==> src/logic/rv_params.svh <==
`ifndef RV_PARAMS_SVH
`define RV_PARAMS_SVH

// datapath width
`define XLEN       64

// integer register file
`define REG_NUM    32
`define REG_ADDR_W 5

// RV64 shift amounts are 6 bits wide
`define SHAMT_W    6

`endif

==> src/logic/rv_isa_pkg.sv <==
`default_nettype none
`include "rv_params.svh"

package rv_isa_pkg;

    typedef logic [31:0]            inst_t;
    typedef logic [`XLEN-1:0]       xword_t;    // register value or address
    typedef logic [`REG_ADDR_W-1:0] reg_addr_t;
    typedef logic [6:0]             opcode_t;
    typedef logic [2:0]             funct3_t;
    typedef logic [6:0]             funct7_t;

    // major opcodes of the kept groups
    localparam opcode_t OPC_IMM    = 7'b0010011;
    localparam opcode_t OPC_IMM_W  = 7'b0011011;
    localparam opcode_t OPC_REG    = 7'b0110011; // also M extension
    localparam opcode_t OPC_REG_W  = 7'b0111011;
    localparam opcode_t OPC_BRANCH = 7'b1100011;
    localparam opcode_t OPC_LOAD   = 7'b0000011;
    localparam opcode_t OPC_STORE  = 7'b0100011;
    localparam opcode_t OPC_JAL    = 7'b1101111;
    localparam opcode_t OPC_JALR   = 7'b1100111;
    localparam opcode_t OPC_LUI    = 7'b0110111;
    localparam opcode_t OPC_AUIPC  = 7'b0010111;

    // arithmetic and shift codes
    localparam funct3_t F3_ADD  = 3'b000;
    localparam funct3_t F3_SLL  = 3'b001;
    localparam funct3_t F3_SLT  = 3'b010;
    localparam funct3_t F3_SLTU = 3'b011;
    localparam funct3_t F3_SR   = 3'b101; // SRL/SRA, DIVU with muldiv func7

    // branches
    localparam funct3_t F3_BEQ  = 3'b000;
    localparam funct3_t F3_BNE  = 3'b001;
    localparam funct3_t F3_BLT  = 3'b100;
    localparam funct3_t F3_BGE  = 3'b101;
    localparam funct3_t F3_BLTU = 3'b110;
    localparam funct3_t F3_BGEU = 3'b111;

    // loads
    localparam funct3_t F3_LB  = 3'b000;
    localparam funct3_t F3_LH  = 3'b001;
    localparam funct3_t F3_LW  = 3'b010;
    localparam funct3_t F3_LD  = 3'b011;
    localparam funct3_t F3_LBU = 3'b100;
    localparam funct3_t F3_LHU = 3'b101;
    localparam funct3_t F3_LWU = 3'b110;

    // stores
    localparam funct3_t F3_SB = 3'b000;
    localparam funct3_t F3_SH = 3'b001;
    localparam funct3_t F3_SW = 3'b010;
    localparam funct3_t F3_SD = 3'b011;

    localparam funct7_t F7_BASE   = 7'b0000000;
    localparam funct7_t F7_ALT    = 7'b0100000; // SUB, SRA
    localparam funct7_t F7_MULDIV = 7'b0000001;

endpackage

`default_nettype wire

==> src/logic/reg_file.sv <==
`default_nettype none
`include "rv_params.svh"

module reg_file (
    input  wire                        clk_i,
    input  wire                        rst_i,
    input  wire rv_isa_pkg::reg_addr_t rs1_addr_i,
    input  wire rv_isa_pkg::reg_addr_t rs2_addr_i,
    input  wire                        wen_i,
    input  wire rv_isa_pkg::reg_addr_t waddr_i,
    input  wire rv_isa_pkg::xword_t    wdata_i,
    output rv_isa_pkg::xword_t         rs1_data_o,
    output rv_isa_pkg::xword_t         rs2_data_o
);

    rv_isa_pkg::xword_t regs [`REG_NUM];

    always_ff @(posedge clk_i) begin
        if (rst_i) begin
            for (int i = 0; i < `REG_NUM; i++) begin
                regs[i] <= '0;
            end
        end else if (wen_i && waddr_i != '0) begin  // x0 is read-only
            regs[waddr_i] <= wdata_i;
        end
    end

    // reads see only earlier edges, no write bypass
    assign rs1_data_o = regs[rs1_addr_i];
    assign rs2_data_o = regs[rs2_addr_i];

endmodule

`default_nettype wire

==> config.mk <==
export PLATFORM = sky130hd
export DESIGN_NAME = reg_file
export DESIGN_NICKNAME = d
export VERILOG_FILES = /design/src/logic/rv_isa_pkg.sv /design/src/logic/reg_file.sv
export VERILOG_INCLUDE_DIRS = /design/src /design/src/logic
export SDC_FILE = /design/constraint.sdc
export NUM_CORES = 2
export LEC_CHECK = 0
export ABC_AREA = 1
export BUFFER_PORTS_ARGS = -buffer_cell sky130_fd_sc_hd__buf_2
export CORE_MARGIN = 2
export CORE_UTILIZATION = 30
export DETAILED_ROUTE_END_ITERATION = 10
export GPL_ROUTABILITY_DRIVEN = 0
export HOLD_SLACK_MARGIN = 0.05
export PLACE_DENSITY = 0.4
export SYNTH_ARGS = -nofsm -noshare
export SYNTH_HDL_FRONTEND = slang
export SYNTH_SLANG_ARGS = --single-unit
==> constraint.sdc <==
create_clock -name clk_i -period 4.4 [get_ports clk_i]
set_input_delay 1.1 -clock clk_i [delete_from_list [all_inputs] [get_ports clk_i]]
set_output_delay 1.1 -clock clk_i [all_outputs]
set_load 0.01 [all_outputs]
==> impl_metrics.yaml <==
synth:
  yosys.area.top_type: "edfxtp_1"
  yosysMostFrequentCell: "nand2_1"
  synth_warnings: 0
  syn_inst: 13700
  async_reset_ff_share_pct: 0
  yosysSeqAreaShare_pct: 55.3
  synth_top_cells_by_area: "edfxtp_1, nand3_1, nand2_1"
  synth_ff_type: "edfxtp_1"
  syn-cell-area_um2: 111000
  yosysTopAreaCellShare_pct: 55.3
  synth_commonest_cells: "nand2_1, nand3_1, edfxtp_1"
  ys_seq_elements: 2048
  synth_cell_types: 15
  synth-edff-count: 2048
  synth_area_per_cell_um2: 8.09
worst_setup_path:
  cp_common_cell: "nand2_1"
  crit_fanout: 45
  worstPathCellList: "buf_8 > buf_12 > buf_12 > buf_12 > nand2_1 > nand3_1 > nand3_1 > nand2_1 > nand2_1 > nand2_1 > nand2_1 > nand2_1 > buf_2"
  startpoint: "rs2_addr_i[0]"
  required_ns: 3.30
  slowest_delay_ns: 0.26
  start_kind: "input pin"
  cpMaxStageDelayCell: "buf_12"
  cp.arrival_ns: 3.19
  critPathKind: "in -> out"
  end_kind: "output port"
sta:
  max-slew-margin-rel_pct: 12.4
  setup_viol: 0
  hold_viol_final: 0
  finalSetupTns_ns: 0
  worstMarginPinSlew_ns: 1.31
  fin_ws_ns: 0.111
  max_freq_ghz: 0.233
  finalMaxSlewViolations: 0
  rsz0062_at_grt: "no"
  fin_crit_ns: 4.29
  fin_crit_sh_pct: 97.5
global_route:
  antenna_found_initial: 15
  grt_pass1_wl_um: 784000
  globalRouteOverflowTotal: 0
  grt_pass1_vias: 99900
  grt_max_degree: 132
  grt_usage_pct: 29.2
floorplanning:
  fp.dieArea_um2: 375000
  io_pins: 210
  num_rows: 223
  die_w_um: 613
  start_util_pct: 30.1
  die_y_um: 613
  coreArea_um2: 369000
layout:
  biggestRegsByFlops: "regs: 2048 flops"
  drive_gt1_share_pct: 8.22
  ff_latch_area_um2: 61500
  fin_nets: 13600
  multi_input_area_um2: 44000
  num-fill-cells: 37600
  regMostFlops: "regs"
  largest_reg_flops: 2048
  area_delta_synth_final_pct: 15.2
clock_tree:
  clk_pin_slew_ns: 0.06
  cts_buffer_depth: 4
  cts_tree: "done"
  root_buffer: "clkbuf_16"
  ctsResizeCount: 0
  cts_hold_buf: 0
  numCtsBuffers: 267
  clock-sinks: 2048
  h-tree-depth: 5
  cts_setup_buffers: 0
placement:
  dp.final_hpwl_um: 293000
  dpl_worst_slack_ns: 0.155
  numPortBuffers: 209
drt:
  postRouteAntennaNets: 0
  drc: 0
  firstDrtPassIters: 7
  drt_iter0_drc: 14500
  routed_via_density: 5.62
  routed_wl_um: 565000
  vias: 105000
  routedWlPerCell_um: 30.3
worst_hold_path:
  hp-class: "in -> reg"
  min-delay-start: "wdata_i[5]"
  hold_end: "regs[1][5]$_SDFFCE_PN0P_"
  hold_depth: 4
run:
  maxCapViolations: 0
power_and_ir_drop:
  internal_power_mw: 36.8
  p_comb_share_pct: 13.9
  p_clk_share_pct: 41.5
  swShare_pct: 29.0
  seq_power_share_pct: 44.7
  ir_drop_v: 0.000296
  power_density_nw_per_um2: 404
  leakage_nw: 51.8
  power.net_switching_mw: 15.0
run_status:
  status: "finished clean"
-- worst max-delay path by stage --
stage / to / slack (ns)
3_3_place_gp: rs2_data_o[3] / 0.11
5_1_grt: rs2_data_o[3] / 0.03
6_report: rs2_data_o[3] / 0.11
4_1_cts: rs2_data_o[3] / 0.15
2_1_floorplan: regs[31][0]$_SDFFCE_PN0P_ / 0.68
3_5_place_dp: rs2_data_o[3] / 0.16
-- layer usage --
layer / wire length (µm) / vias up / track usage, %
li1: - / 45400 / -
met1: 232000 / 51700 / 39.2
met2: 256000 / 6348 / 46.7
met3: 50400 / 1316 / 4.76
met4: 26400 / 0 / 12.5
met5: 0 / - / 0
-- cells in the final DEF (no fill, tap or decap), drive strengths merged --
cell type	instances
nand2	4670
nand3	3649
edfxtp	2048
nor2	1985
buf	707
clkbuf	331
inv	102
clkinv	86
conb	64
bufinv	15
nor3	7
clkinvlp	6
diode	4
nand4	4
-- layout make-up --
cell class                      count  area share (%)
Clock inverter                    123           0.866
Inverter                           86           0.307
Antenna cell                        4         0.00781
Tap cell                         4950            4.83
Sequential cell                  2048            48.0
Timing Repair Buffer              707            6.12
Clock buffer                      331            5.50
Multi-Input combinational cell  10400            34.4
-- cells by family (layout without fill, tap and decap cells) --
| family | Yosys count | after routing | synth area share, % |
|---|---|---|---|
| AND/OR/NAND/NOR | 10300 | 10300 | 38.9 |
| flip-flops | 2048 | 2048 | 55.3 |
| buffers and inverters | 1375 | 1247 | 5.73 |
| other | 1 | 68 | 0.00337 |
-- power by group through the flow --
stage,logic (mW),clock network (mW),registers [mW]
after global placement,7.09,0,23.5
after global routing,7.63,22.5,23.3
after floorplan,3.86,0,23.4
final,7.18,21.5,23.1
after CTS,7.10,21.8,23.1
after detailed placement,7.08,0,23.5
-- stage by stage --
stage / hold WS, ns / cell area, µm² / power, mW / cells / utilization (%)
6_report: 0.769 / 128000 / 51.8 / 18600 / 34.7
5_1_grt: 0.769 / 128000 / 53.4 / 18600 / 34.7
4_1_cts: 0.703 / 128000 / 52.0 / 18600 / 34.7
3_5_place_dp: 1.70 / 120000 / 30.6 / 18200 / 32.5
3_3_place_gp: 1.69 / 120000 / 30.6 / 18200 / 32.5
2_1_floorplan: 1.34 / 111000 / 27.2 / 13800 / -
-- worst max-delay path, delay by kind of cell --
family,cells,cell delay [ns]
simple gates,8,0.87
buf+inv,5,1.10
No activity file was read; power rests on OpenSTA's default activity.
