<file path="config.mk">
export PLATFORM = sky130hd
export DESIGN_NAME = id_stage
export DESIGN_NICKNAME = d
export VERILOG_FILES = /design/src/logic/id_ctrl_pkg.sv /design/src/logic/rv_isa_pkg.sv /design/src/logic/id_decoder.sv /design/src/logic/id_stage.sv /design/src/logic/imm_gen.sv
export VERILOG_INCLUDE_DIRS = /design/src /design/src/logic
export SDC_FILE = /design/constraint.sdc
export NUM_CORES = 1
export LEC_CHECK = 0
export ABC_AREA = 1
export BUFFER_PORTS_ARGS = -buffer_cell sky130_fd_sc_hd__buf_2
export CAP_MARGIN = 20
export CORE_MARGIN = 4
export CORE_UTILIZATION = 41
export CTS_BUF_LIST = sky130_fd_sc_hd__clkbuf_16
export DETAILED_ROUTE_END_ITERATION = 10
export GPL_TIMING_DRIVEN = 0
export PLACE_DENSITY = 0.75
export SKIP_CTS_REPAIR_TIMING = 1
export SYNTH_ARGS = -nofsm -noshare
export SYNTH_HDL_FRONTEND = slang
export SYNTH_HIERARCHICAL = 1
export SYNTH_SLANG_ARGS = --single-unit
</file>
<file path="constraint.sdc">
create_clock -name clk_i -period 6.2 [get_ports clk_i]
set_input_delay 1.24 -clock clk_i [delete_from_list [all_inputs] [get_ports clk_i]]
set_output_delay 1.24 -clock clk_i [all_outputs]
set_load 0.005 [all_outputs]
</file>
<file path="src/logic/rv_params.svh">
`ifndef RV_PARAMS_SVH
`define RV_PARAMS_SVH

// datapath width
`define XLEN       64

// integer register file
`define REG_NUM    32
`define REG_ADDR_W 5

// RV64 shift amounts are 6 bits wide
`define SHAMT_W    6

`endif

</file>
<file path="src/logic/id_ctrl_pkg.sv">
`default_nettype none

package id_ctrl_pkg;

    typedef logic [1:0] op1_sel_t;
    typedef logic [2:0] op2_sel_t;
    typedef logic [1:0] base_sel_t;
    typedef logic [2:0] off_sel_t;

    // first execute operand
    localparam op1_sel_t OP1_ZERO = 2'd0;
    localparam op1_sel_t OP1_RS1  = 2'd1;
    localparam op1_sel_t OP1_PC   = 2'd2;

    // second execute operand
    localparam op2_sel_t OP2_ZERO   = 3'd0;
    localparam op2_sel_t OP2_RS2    = 3'd1;
    localparam op2_sel_t OP2_RS2_SH = 3'd2; // rs2 low bits as shift count
    localparam op2_sel_t OP2_IMM_I  = 3'd3;
    localparam op2_sel_t OP2_SHAMT  = 3'd4;
    localparam op2_sel_t OP2_IMM_U  = 3'd5;
    localparam op2_sel_t OP2_FOUR   = 3'd6; // link value for jumps

    // address base
    localparam base_sel_t BASE_ZERO = 2'd0;
    localparam base_sel_t BASE_RS1  = 2'd1;
    localparam base_sel_t BASE_PC   = 2'd2;

    // address offset
    localparam off_sel_t OFF_ZERO  = 3'd0;
    localparam off_sel_t OFF_IMM_I = 3'd1;
    localparam off_sel_t OFF_IMM_S = 3'd2;
    localparam off_sel_t OFF_IMM_B = 3'd3;
    localparam off_sel_t OFF_IMM_J = 3'd4;
    localparam off_sel_t OFF_IMM_U = 3'd5;

endpackage

`default_nettype wire

</file>
<file path="src/logic/rv_isa_pkg.sv">
`default_nettype none
`include "rv_params.svh"

package rv_isa_pkg;

    typedef logic [31:0]            inst_t;
    typedef logic [`XLEN-1:0]       xword_t;    // register value or address
    typedef logic [`REG_ADDR_W-1:0] reg_addr_t;
    typedef logic [6:0]             opcode_t;
    typedef logic [2:0]             funct3_t;
    typedef logic [6:0]             funct7_t;

    // major opcodes of the kept groups
    localparam opcode_t OPC_IMM    = 7'b0010011;
    localparam opcode_t OPC_IMM_W  = 7'b0011011;
    localparam opcode_t OPC_REG    = 7'b0110011; // also M extension
    localparam opcode_t OPC_REG_W  = 7'b0111011;
    localparam opcode_t OPC_BRANCH = 7'b1100011;
    localparam opcode_t OPC_LOAD   = 7'b0000011;
    localparam opcode_t OPC_STORE  = 7'b0100011;
    localparam opcode_t OPC_JAL    = 7'b1101111;
    localparam opcode_t OPC_JALR   = 7'b1100111;
    localparam opcode_t OPC_LUI    = 7'b0110111;
    localparam opcode_t OPC_AUIPC  = 7'b0010111;

    // arithmetic and shift codes
    localparam funct3_t F3_ADD  = 3'b000;
    localparam funct3_t F3_SLL  = 3'b001;
    localparam funct3_t F3_SLT  = 3'b010;
    localparam funct3_t F3_SLTU = 3'b011;
    localparam funct3_t F3_SR   = 3'b101; // SRL/SRA, DIVU with muldiv func7

    // branches
    localparam funct3_t F3_BEQ  = 3'b000;
    localparam funct3_t F3_BNE  = 3'b001;
    localparam funct3_t F3_BLT  = 3'b100;
    localparam funct3_t F3_BGE  = 3'b101;
    localparam funct3_t F3_BLTU = 3'b110;
    localparam funct3_t F3_BGEU = 3'b111;

    // loads
    localparam funct3_t F3_LB  = 3'b000;
    localparam funct3_t F3_LH  = 3'b001;
    localparam funct3_t F3_LW  = 3'b010;
    localparam funct3_t F3_LD  = 3'b011;
    localparam funct3_t F3_LBU = 3'b100;
    localparam funct3_t F3_LHU = 3'b101;
    localparam funct3_t F3_LWU = 3'b110;

    // stores
    localparam funct3_t F3_SB = 3'b000;
    localparam funct3_t F3_SH = 3'b001;
    localparam funct3_t F3_SW = 3'b010;
    localparam funct3_t F3_SD = 3'b011;

    localparam funct7_t F7_BASE   = 7'b0000000;
    localparam funct7_t F7_ALT    = 7'b0100000; // SUB, SRA
    localparam funct7_t F7_MULDIV = 7'b0000001;

endpackage

`default_nettype wire

</file>
<file path="src/logic/id_decoder.sv">
`default_nettype none

module id_decoder (
    input  wire rv_isa_pkg::opcode_t   opcode_i,
    input  wire rv_isa_pkg::funct3_t   funct3_i,
    input  wire rv_isa_pkg::funct7_t   funct7_i,
    input  wire rv_isa_pkg::reg_addr_t rd_i,
    input  wire rv_isa_pkg::reg_addr_t rs1_i,
    input  wire rv_isa_pkg::reg_addr_t rs2_i,
    output rv_isa_pkg::reg_addr_t      rs1_addr_o,
    output rv_isa_pkg::reg_addr_t      rs2_addr_o,
    output rv_isa_pkg::reg_addr_t      rd_addr_o,
    output logic                       reg_wen_o,
    output id_ctrl_pkg::op1_sel_t      op1_sel_o,
    output id_ctrl_pkg::op2_sel_t      op2_sel_o,
    output id_ctrl_pkg::base_sel_t     base_sel_o,
    output id_ctrl_pkg::off_sel_t      off_sel_o
);

    logic use_rs1;
    logic use_rs2;
    logic shift_f3;

    assign shift_f3 = (funct3_i == rv_isa_pkg::F3_SLL) || (funct3_i == rv_isa_pkg::F3_SR);

    always_comb begin
        // unknown encodings fall through with everything zero
        use_rs1    = 1'b0;
        use_rs2    = 1'b0;
        reg_wen_o  = 1'b0;
        op1_sel_o  = id_ctrl_pkg::OP1_ZERO;
        op2_sel_o  = id_ctrl_pkg::OP2_ZERO;
        base_sel_o = id_ctrl_pkg::BASE_ZERO;
        off_sel_o  = id_ctrl_pkg::OFF_ZERO;
        case (opcode_i)
            rv_isa_pkg::OPC_IMM, rv_isa_pkg::OPC_IMM_W: begin
                // W form only has ADDIW and the shifts
                if (opcode_i == rv_isa_pkg::OPC_IMM || funct3_i == rv_isa_pkg::F3_ADD ||
                    shift_f3) begin
                    use_rs1   = 1'b1;
                    reg_wen_o = 1'b1;
                    op1_sel_o = id_ctrl_pkg::OP1_RS1;
                    op2_sel_o = shift_f3 ? id_ctrl_pkg::OP2_SHAMT : id_ctrl_pkg::OP2_IMM_I;
                end
            end
            rv_isa_pkg::OPC_REG: begin
                use_rs1   = 1'b1;
                use_rs2   = 1'b1;
                reg_wen_o = 1'b1;
                op1_sel_o = id_ctrl_pkg::OP1_RS1;
                op2_sel_o = id_ctrl_pkg::OP2_RS2;
                // DIVU shares func3 101 with the right shifts
                if (funct3_i == rv_isa_pkg::F3_SLL ||
                    (funct3_i == rv_isa_pkg::F3_SR && funct7_i != rv_isa_pkg::F7_MULDIV)) begin
                    op2_sel_o = id_ctrl_pkg::OP2_RS2_SH;
                end
            end
            rv_isa_pkg::OPC_REG_W: begin
                // no SLT/SLTU in the W group
                if (funct3_i != rv_isa_pkg::F3_SLT && funct3_i != rv_isa_pkg::F3_SLTU) begin
                    use_rs1   = 1'b1;
                    use_rs2   = 1'b1;
                    reg_wen_o = 1'b1;
                    op1_sel_o = id_ctrl_pkg::OP1_RS1;
                    op2_sel_o = id_ctrl_pkg::OP2_RS2;   // full rs2 even for shifts
                end
            end
            rv_isa_pkg::OPC_BRANCH: begin
                case (funct3_i)
                    rv_isa_pkg::F3_BEQ, rv_isa_pkg::F3_BNE, rv_isa_pkg::F3_BLT,
                    rv_isa_pkg::F3_BGE, rv_isa_pkg::F3_BLTU, rv_isa_pkg::F3_BGEU: begin
                        use_rs1    = 1'b1;
                        use_rs2    = 1'b1;
                        op1_sel_o  = id_ctrl_pkg::OP1_RS1;
                        op2_sel_o  = id_ctrl_pkg::OP2_RS2;
                        base_sel_o = id_ctrl_pkg::BASE_PC;
                        off_sel_o  = id_ctrl_pkg::OFF_IMM_B;
                    end
                    default: ;
                endcase
            end
            rv_isa_pkg::OPC_LOAD: begin
                if (funct3_i != 3'b111) begin       // only 111 is unused
                    use_rs1    = 1'b1;
                    reg_wen_o  = 1'b1;
                    op1_sel_o  = id_ctrl_pkg::OP1_RS1;
                    op2_sel_o  = id_ctrl_pkg::OP2_IMM_I;
                    base_sel_o = id_ctrl_pkg::BASE_RS1;
                    off_sel_o  = id_ctrl_pkg::OFF_IMM_I;
                end
            end
            rv_isa_pkg::OPC_STORE: begin
                case (funct3_i)
                    rv_isa_pkg::F3_SB, rv_isa_pkg::F3_SH,
                    rv_isa_pkg::F3_SW, rv_isa_pkg::F3_SD: begin
                        use_rs1    = 1'b1;
                        use_rs2    = 1'b1;
                        op2_sel_o  = id_ctrl_pkg::OP2_RS2;  // store data
                        base_sel_o = id_ctrl_pkg::BASE_RS1;
                        off_sel_o  = id_ctrl_pkg::OFF_IMM_S;
                    end
                    default: ;
                endcase
            end
            rv_isa_pkg::OPC_JAL, rv_isa_pkg::OPC_JALR: begin
                // rd gets pc + 4
                reg_wen_o = 1'b1;
                op1_sel_o = id_ctrl_pkg::OP1_PC;
                op2_sel_o = id_ctrl_pkg::OP2_FOUR;
                if (opcode_i == rv_isa_pkg::OPC_JALR) begin
                    use_rs1    = 1'b1;
                    base_sel_o = id_ctrl_pkg::BASE_RS1;
                    off_sel_o  = id_ctrl_pkg::OFF_IMM_I;
                end else begin
                    base_sel_o = id_ctrl_pkg::BASE_PC;
                    off_sel_o  = id_ctrl_pkg::OFF_IMM_J;
                end
            end
            rv_isa_pkg::OPC_LUI: begin
                reg_wen_o = 1'b1;
                op2_sel_o = id_ctrl_pkg::OP2_IMM_U;
            end
            rv_isa_pkg::OPC_AUIPC: begin
                reg_wen_o = 1'b1;
                op1_sel_o = id_ctrl_pkg::OP1_PC;
                op2_sel_o = id_ctrl_pkg::OP2_IMM_U;
                off_sel_o = id_ctrl_pkg::OFF_IMM_U;
            end
            default: ;
        endcase
    end

    // unused fields go out as x0
    assign rs1_addr_o = use_rs1 ? rs1_i : '0;
    assign rs2_addr_o = use_rs2 ? rs2_i : '0;
    assign rd_addr_o  = reg_wen_o ? rd_i : '0;

endmodule

`default_nettype wire

</file>
<file path="src/logic/id_stage.sv">
`default_nettype none
`include "rv_params.svh"

module id_stage (
    input  wire                        clk_i,
    input  wire                        rst_i,
    input  wire                        inst_valid_i,
    input  wire rv_isa_pkg::inst_t     inst_i,
    input  wire rv_isa_pkg::xword_t    inst_addr_i,
    input  wire rv_isa_pkg::xword_t    rs1_data_i,
    input  wire rv_isa_pkg::xword_t    rs2_data_i,
    output rv_isa_pkg::reg_addr_t      rs1_addr_o,
    output rv_isa_pkg::reg_addr_t      rs2_addr_o,
    output logic                       ex_valid_o,
    output rv_isa_pkg::inst_t          ex_inst_o,
    output rv_isa_pkg::xword_t         ex_inst_addr_o,
    output rv_isa_pkg::xword_t         ex_op1_o,
    output rv_isa_pkg::xword_t         ex_op2_o,
    output rv_isa_pkg::reg_addr_t      ex_rd_addr_o,
    output logic                       ex_reg_wen_o,
    output rv_isa_pkg::xword_t         ex_base_addr_o,
    output rv_isa_pkg::xword_t         ex_offset_addr_o
);

    rv_isa_pkg::opcode_t    opcode;
    rv_isa_pkg::funct3_t    funct3;
    rv_isa_pkg::funct7_t    funct7;
    rv_isa_pkg::reg_addr_t  rd;
    rv_isa_pkg::reg_addr_t  rs1;
    rv_isa_pkg::reg_addr_t  rs2;
    rv_isa_pkg::xword_t     imm_i, imm_s, imm_b, imm_j, imm_u, shamt;
    rv_isa_pkg::reg_addr_t  dec_rd_addr;
    logic                   dec_reg_wen;
    id_ctrl_pkg::op1_sel_t  op1_sel;
    id_ctrl_pkg::op2_sel_t  op2_sel;
    id_ctrl_pkg::base_sel_t base_sel;
    id_ctrl_pkg::off_sel_t  off_sel;
    rv_isa_pkg::xword_t     op1, op2, base_addr, offset_addr;

    imm_gen i_imm_gen (
        .inst_i   (inst_i),
        .opcode_o (opcode),
        .funct3_o (funct3),
        .funct7_o (funct7),
        .rd_o     (rd),
        .rs1_o    (rs1),
        .rs2_o    (rs2),
        .imm_i_o  (imm_i),
        .imm_s_o  (imm_s),
        .imm_b_o  (imm_b),
        .imm_j_o  (imm_j),
        .imm_u_o  (imm_u),
        .shamt_o  (shamt)
    );

    id_decoder i_id_decoder (
        .opcode_i   (opcode),
        .funct3_i   (funct3),
        .funct7_i   (funct7),
        .rd_i       (rd),
        .rs1_i      (rs1),
        .rs2_i      (rs2),
        .rs1_addr_o (rs1_addr_o),
        .rs2_addr_o (rs2_addr_o),
        .rd_addr_o  (dec_rd_addr),
        .reg_wen_o  (dec_reg_wen),
        .op1_sel_o  (op1_sel),
        .op2_sel_o  (op2_sel),
        .base_sel_o (base_sel),
        .off_sel_o  (off_sel)
    );

    always_comb begin
        case (op1_sel)
            id_ctrl_pkg::OP1_RS1: op1 = rs1_data_i;
            id_ctrl_pkg::OP1_PC:  op1 = inst_addr_i;
            default:              op1 = '0;
        endcase
        case (op2_sel)
            id_ctrl_pkg::OP2_RS2:    op2 = rs2_data_i;
            id_ctrl_pkg::OP2_RS2_SH: op2 = rv_isa_pkg::xword_t'(rs2_data_i[`SHAMT_W-1:0]);
            id_ctrl_pkg::OP2_IMM_I:  op2 = imm_i;
            id_ctrl_pkg::OP2_SHAMT:  op2 = shamt;
            id_ctrl_pkg::OP2_IMM_U:  op2 = imm_u;
            id_ctrl_pkg::OP2_FOUR:   op2 = rv_isa_pkg::xword_t'(4);
            default:                 op2 = '0;
        endcase
        case (base_sel)
            id_ctrl_pkg::BASE_RS1: base_addr = rs1_data_i;
            id_ctrl_pkg::BASE_PC:  base_addr = inst_addr_i;
            default:               base_addr = '0;
        endcase
        case (off_sel)
            id_ctrl_pkg::OFF_IMM_I: offset_addr = imm_i;
            id_ctrl_pkg::OFF_IMM_S: offset_addr = imm_s;
            id_ctrl_pkg::OFF_IMM_B: offset_addr = imm_b;
            id_ctrl_pkg::OFF_IMM_J: offset_addr = imm_j;
            id_ctrl_pkg::OFF_IMM_U: offset_addr = imm_u;
            default:                offset_addr = '0;
        endcase
    end

    // decode-to-execute register
    always_ff @(posedge clk_i) begin
        if (rst_i) begin
            ex_valid_o       <= 1'b0;
            ex_reg_wen_o     <= 1'b0;
            ex_rd_addr_o     <= '0;
            ex_inst_o        <= '0;
            ex_inst_addr_o   <= '0;
            ex_op1_o         <= '0;
            ex_op2_o         <= '0;
            ex_base_addr_o   <= '0;
            ex_offset_addr_o <= '0;
        end else begin
            ex_valid_o   <= inst_valid_i;
            ex_reg_wen_o <= inst_valid_i & dec_reg_wen;
            // rd follows the write enable, so a bubble never names a target
            ex_rd_addr_o <= inst_valid_i ? dec_rd_addr : '0;
            if (inst_valid_i) begin   // payload holds across bubbles
                ex_inst_o        <= inst_i;
                ex_inst_addr_o   <= inst_addr_i;
                ex_op1_o         <= op1;
                ex_op2_o         <= op2;
                ex_base_addr_o   <= base_addr;
                ex_offset_addr_o <= offset_addr;
            end
        end
    end

endmodule

`default_nettype wire

</file>
<file path="src/logic/imm_gen.sv">
`default_nettype none
`include "rv_params.svh"

module imm_gen (
    input  wire rv_isa_pkg::inst_t inst_i,
    output rv_isa_pkg::opcode_t    opcode_o,
    output rv_isa_pkg::funct3_t    funct3_o,
    output rv_isa_pkg::funct7_t    funct7_o,
    output rv_isa_pkg::reg_addr_t  rd_o,
    output rv_isa_pkg::reg_addr_t  rs1_o,
    output rv_isa_pkg::reg_addr_t  rs2_o,
    output rv_isa_pkg::xword_t     imm_i_o,
    output rv_isa_pkg::xword_t     imm_s_o,
    output rv_isa_pkg::xword_t     imm_b_o,
    output rv_isa_pkg::xword_t     imm_j_o,
    output rv_isa_pkg::xword_t     imm_u_o,
    output rv_isa_pkg::xword_t     shamt_o
);

    assign opcode_o = inst_i[6:0];
    assign rd_o     = inst_i[11:7];
    assign funct3_o = inst_i[14:12];
    assign rs1_o    = inst_i[19:15];
    assign rs2_o    = inst_i[24:20];
    assign funct7_o = inst_i[31:25];

    // all immediates sign-extend from bit 31
    assign imm_i_o = {{(`XLEN-12){inst_i[31]}}, inst_i[31:20]};
    assign imm_s_o = {{(`XLEN-12){inst_i[31]}}, inst_i[31:25], inst_i[11:7]};
    assign imm_b_o = {{(`XLEN-12){inst_i[31]}}, inst_i[7], inst_i[30:25],
                      inst_i[11:8], 1'b0};
    assign imm_j_o = {{(`XLEN-20){inst_i[31]}}, inst_i[19:12], inst_i[20],
                      inst_i[30:21], 1'b0};
    assign imm_u_o = {{(`XLEN-32){inst_i[31]}}, inst_i[31:12], 12'b0};

    // shift count is unsigned, bit 25 included for RV64
    assign shamt_o = {{(`XLEN-`SHAMT_W){1'b0}}, inst_i[20 +: `SHAMT_W]};

endmodule

`default_nettype wire

</file>
==> results.md <==
* Initial core utilization at 41.76%
* R2r endpoint: ex_inst_addr_o[33]
* Routed WL at 90.91 mm
* Worst-path maximum fanout at 5
* Post-Place Worst Slack at 2149 ps
* Horizontal die dimension at 240.5 um
* Count of unresolved DRC violations after routing at 0
* Final Max Tran Viols at 0
* Finished Core Util at 52.16%
* Type of element launching the critical path: input pin
* Average cell area after synthesis at 6.485 sq um
* Number of global-route vias before repair at 22141
* Clock edge transition at the registers on the reported setup and hold paths at 50 ps
* Filler instances at 5367
* Power density of the placed cells at 204.2 nW/um^2
* Area share of the leading cell type in the synthesized netlist at 32.42%
* CTS Buffer Depth at 3
* Top achievable clock speed at 0.2678 GHz
* Type of the worst setup path: input pin to output port
* FP Rows at 84
* Actual slew at the worst max-slew pin at 905.2 ps
* Top-Level Pins at 596
* Top cell type by total area after synthesis: sky130_fd_sc_hd__dfxtp_1
* Core region area at 53080 sq um
* Fraction of final layout cells with drive strength greater than 1 at 28.73%
* Port bufs at 593
* Global-route total usage across every layer at 29.39%
* Post-synthesis simple-gate area fraction at 25.14%
* Pin count of the biggest net entering global routing at 148
* R2R Setup Slk at 5450 ps
* Number of violations of the max-capacitance limit at 0
* Area Growth Syn to Fin at 24.89%
* Max H-tree Level at 2
* Period utilization at 60.24%
* Class of the tightest hold or removal check: flip-flop to flip-flop
* Max-slew headroom at 39.01%
* Count of mapped cells out of synthesis at 3418
* Count of distinct cell types in the synthesized netlist at 28
* Routability Congestion at 0.9832
* RSZ-0062 raised after global routing: no
* Flip-flop and latch count after synthesis at 359
* Multiplexer share of the synthesized area at 0%
* Final-report hold violation count at 0
* Critical path launch point: inst_i[2]
* Initial antenna violation count at 6
* Leftover overflow at the end of global routing at 0
* Skew-Pair Late Insertion Delay at 570 ps
* Die height at 240.5 um
* Launch instance of the worst register-to-register path: ex_inst_addr_o[33]
* DR WL/cell at 18.74 um
* Worst Path Arrival at 2490 ps
* Worst Hold Depth at 2
* Leading cell type in the layout, fill and taps excluded: sky130_fd_sc_hd__nand2_1
* Die outline area at 57850 sq um
* Dominant combinational cell family by area after synthesis: simple AND/OR/NAND/NOR gates
* Leakage power total at 14.18 nW
* Nets at 4360
* Detail Route Antenna Nets at 0
* Length in cells of the worst reg-to-reg path at 2
* Adder-cell share of the synthesized area at 0.2258%
* Compound-cell area share of the yosys netlist at 17.17%
* Total CTS buffers at 41
* Clk root buf: sky130_fd_sc_hd__clkbuf_16
* Final setup violation count at 0
* Detailed-router iteration count before antenna repair at 7
* Syn. warnings at 6
* Data required time at the worst endpoint at 4960 ps
* Vias after detailed routing at 24642
* Violation count after the first detailed-route iteration at 2218
* Type of destination of the critical path: output port
* Total standard cell area after synthesis at 22170 sq um
* Final critical-path setup slack at 2465 ps
* Top cells by area in the synthesized netlist: sky130_fd_sc_hd__dfxtp_1, sky130_fd_sc_hd__buf_4, sky130_fd_sc_hd__nand2_1
* Commonest cells after routing, fill and taps aside: sky130_fd_sc_hd__nand2_1, sky130_fd_sc_hd__buf_2, sky130_fd_sc_hd__buf_4
* Final worst path period need at 3735 ps
* Clock Sink Count at 359
* Number of vias per cell at 5.081
* Seq/Total Area, Yosys at 32.42%
* Setup skew after layout at 0 ps
* Post-detailed-placement half-perimeter wirelength at 69.68 mm
* Result of the run: finished, final reports clean
* Clock tree from TritonCTS: done
* Hold_sp: ex_offset_addr_o[25]
* Terminating pin of the worst hold path: ex_offset_addr_o[25]
* Highest ir drop seen on vdd at 207.9 uV
* Xor/xnor cell area share of the yosys netlist at 0%
* First-pass GRT wire length at 131.7 mm
report_power, final:
part           total [W]  internal [W]  switching (W)  leakage (nW)
Combinational   0.000807      0.000349       0.000457          10.6
Sequential       0.00239       0.00236      0.0000282          2.92
Clock            0.00246       0.00141        0.00105         0.663
Total            0.00565       0.00412        0.00154          14.2
cell usage after synthesis, drive strengths merged:
cell,n
ha,4
nand4,137
o211ai,1
o22ai,128
nor3,1
nand2,789
conb,1
o21ai,256
clkbuf,128
a21oi,343
inv,365
nor2,241
nand3b,1
dfxtp,359
buf,521
nand3,143
kinds of logic after synthesis:
group	after synthesis
AOI/OAI and AO/OA	728
DFF	359
buffers and inverters	1014
and+or+nand+nor	1312
other	1
adders and majority gates	4
layout make-up:
class | count | area [sq um] | area share, %
clock buffer | 42 | 1051 | 3.797
sequential | 359 | 7187 | 25.96
buffer | 649 | 4177 | 15.09
inverter | 365 | 1370 | 4.949
tap | 688 | 860.8 | 3.110
multi-input combinational | 2116 | 9698 | 35.03
timing repair buffer | 597 | 3050 | 11.02
antenna | 3 | 7.507 | 0.02712
clock inverter | 31 | 281.5 | 1.017
routing by layer:
| metal | up-vias | track usage (%) | part of all wire [%] |
|---|---|---|---|
| met2 | 1195 | 46.04 | 45 |
| li1 | 11995 | - | - |
| met3 | 239 | 5.896 | 8.7 |
| met4 | 6 | 12.68 | 4.6 |
| met5 | - | 0 | 0.037 |
| met1 | 11207 | 39.53 | 42 |
registers in the layout, indices dropped and copies added, names as in the netlist:
name	cells
ex_base_addr_o	64
ex_inst_addr_o	64
ex_offset_addr_o	64
ex_op1_o	64
ex_op2_o	64
ex_inst_o	32
ex_rd_addr_o	5
ex_reg_wen_o	1
ex_valid_o	1
metrics by stage:
stage | instances | cell area [sq um] | total power [W] | hold WS [ps] | TNS (ps)
2_1_floorplan | 3489 | 22430 | 0.002908 | 460.8 | 0
3_3_place_gp | 4770 | 26260 | 0.003242 | 449.1 | -12150
3_5_place_dp | 4774 | 26340 | 0.003227 | 451.7 | 0
4_1_cts | 4847 | 27680 | 0.005661 | 460.7 | 0
5_1_grt | 4847 | 27680 | 0.005845 | 476.3 | 0
6_report | 4850 | 27680 | 0.005653 | 459.1 | 0
worst max-delay path, cell delays in order:
cell	delay, ps
sky130_fd_sc_hd__buf_2	110
sky130_fd_sc_hd__buf_4	150
sky130_fd_sc_hd__inv_2	70
sky130_fd_sc_hd__nand2_2	70
sky130_fd_sc_hd__nor2_4	130
sky130_fd_sc_hd__nand3_1	140
sky130_fd_sc_hd__nand2_1	250
sky130_fd_sc_hd__nor2_2	120
sky130_fd_sc_hd__nor2_1	90
sky130_fd_sc_hd__buf_2	110
worst max path at each step:
stage	to
3_3_place_gp	ex_op2_o[59]
2_1_floorplan	rs1_addr_o[0]
3_5_place_dp	ex_op2_o[59]
4_1_cts	rs1_addr_o[0]
6_report	rs2_addr_o[4]
5_1_grt	rs2_addr_o[4]
No activity file was read; power rests on OpenSTA's default activity.
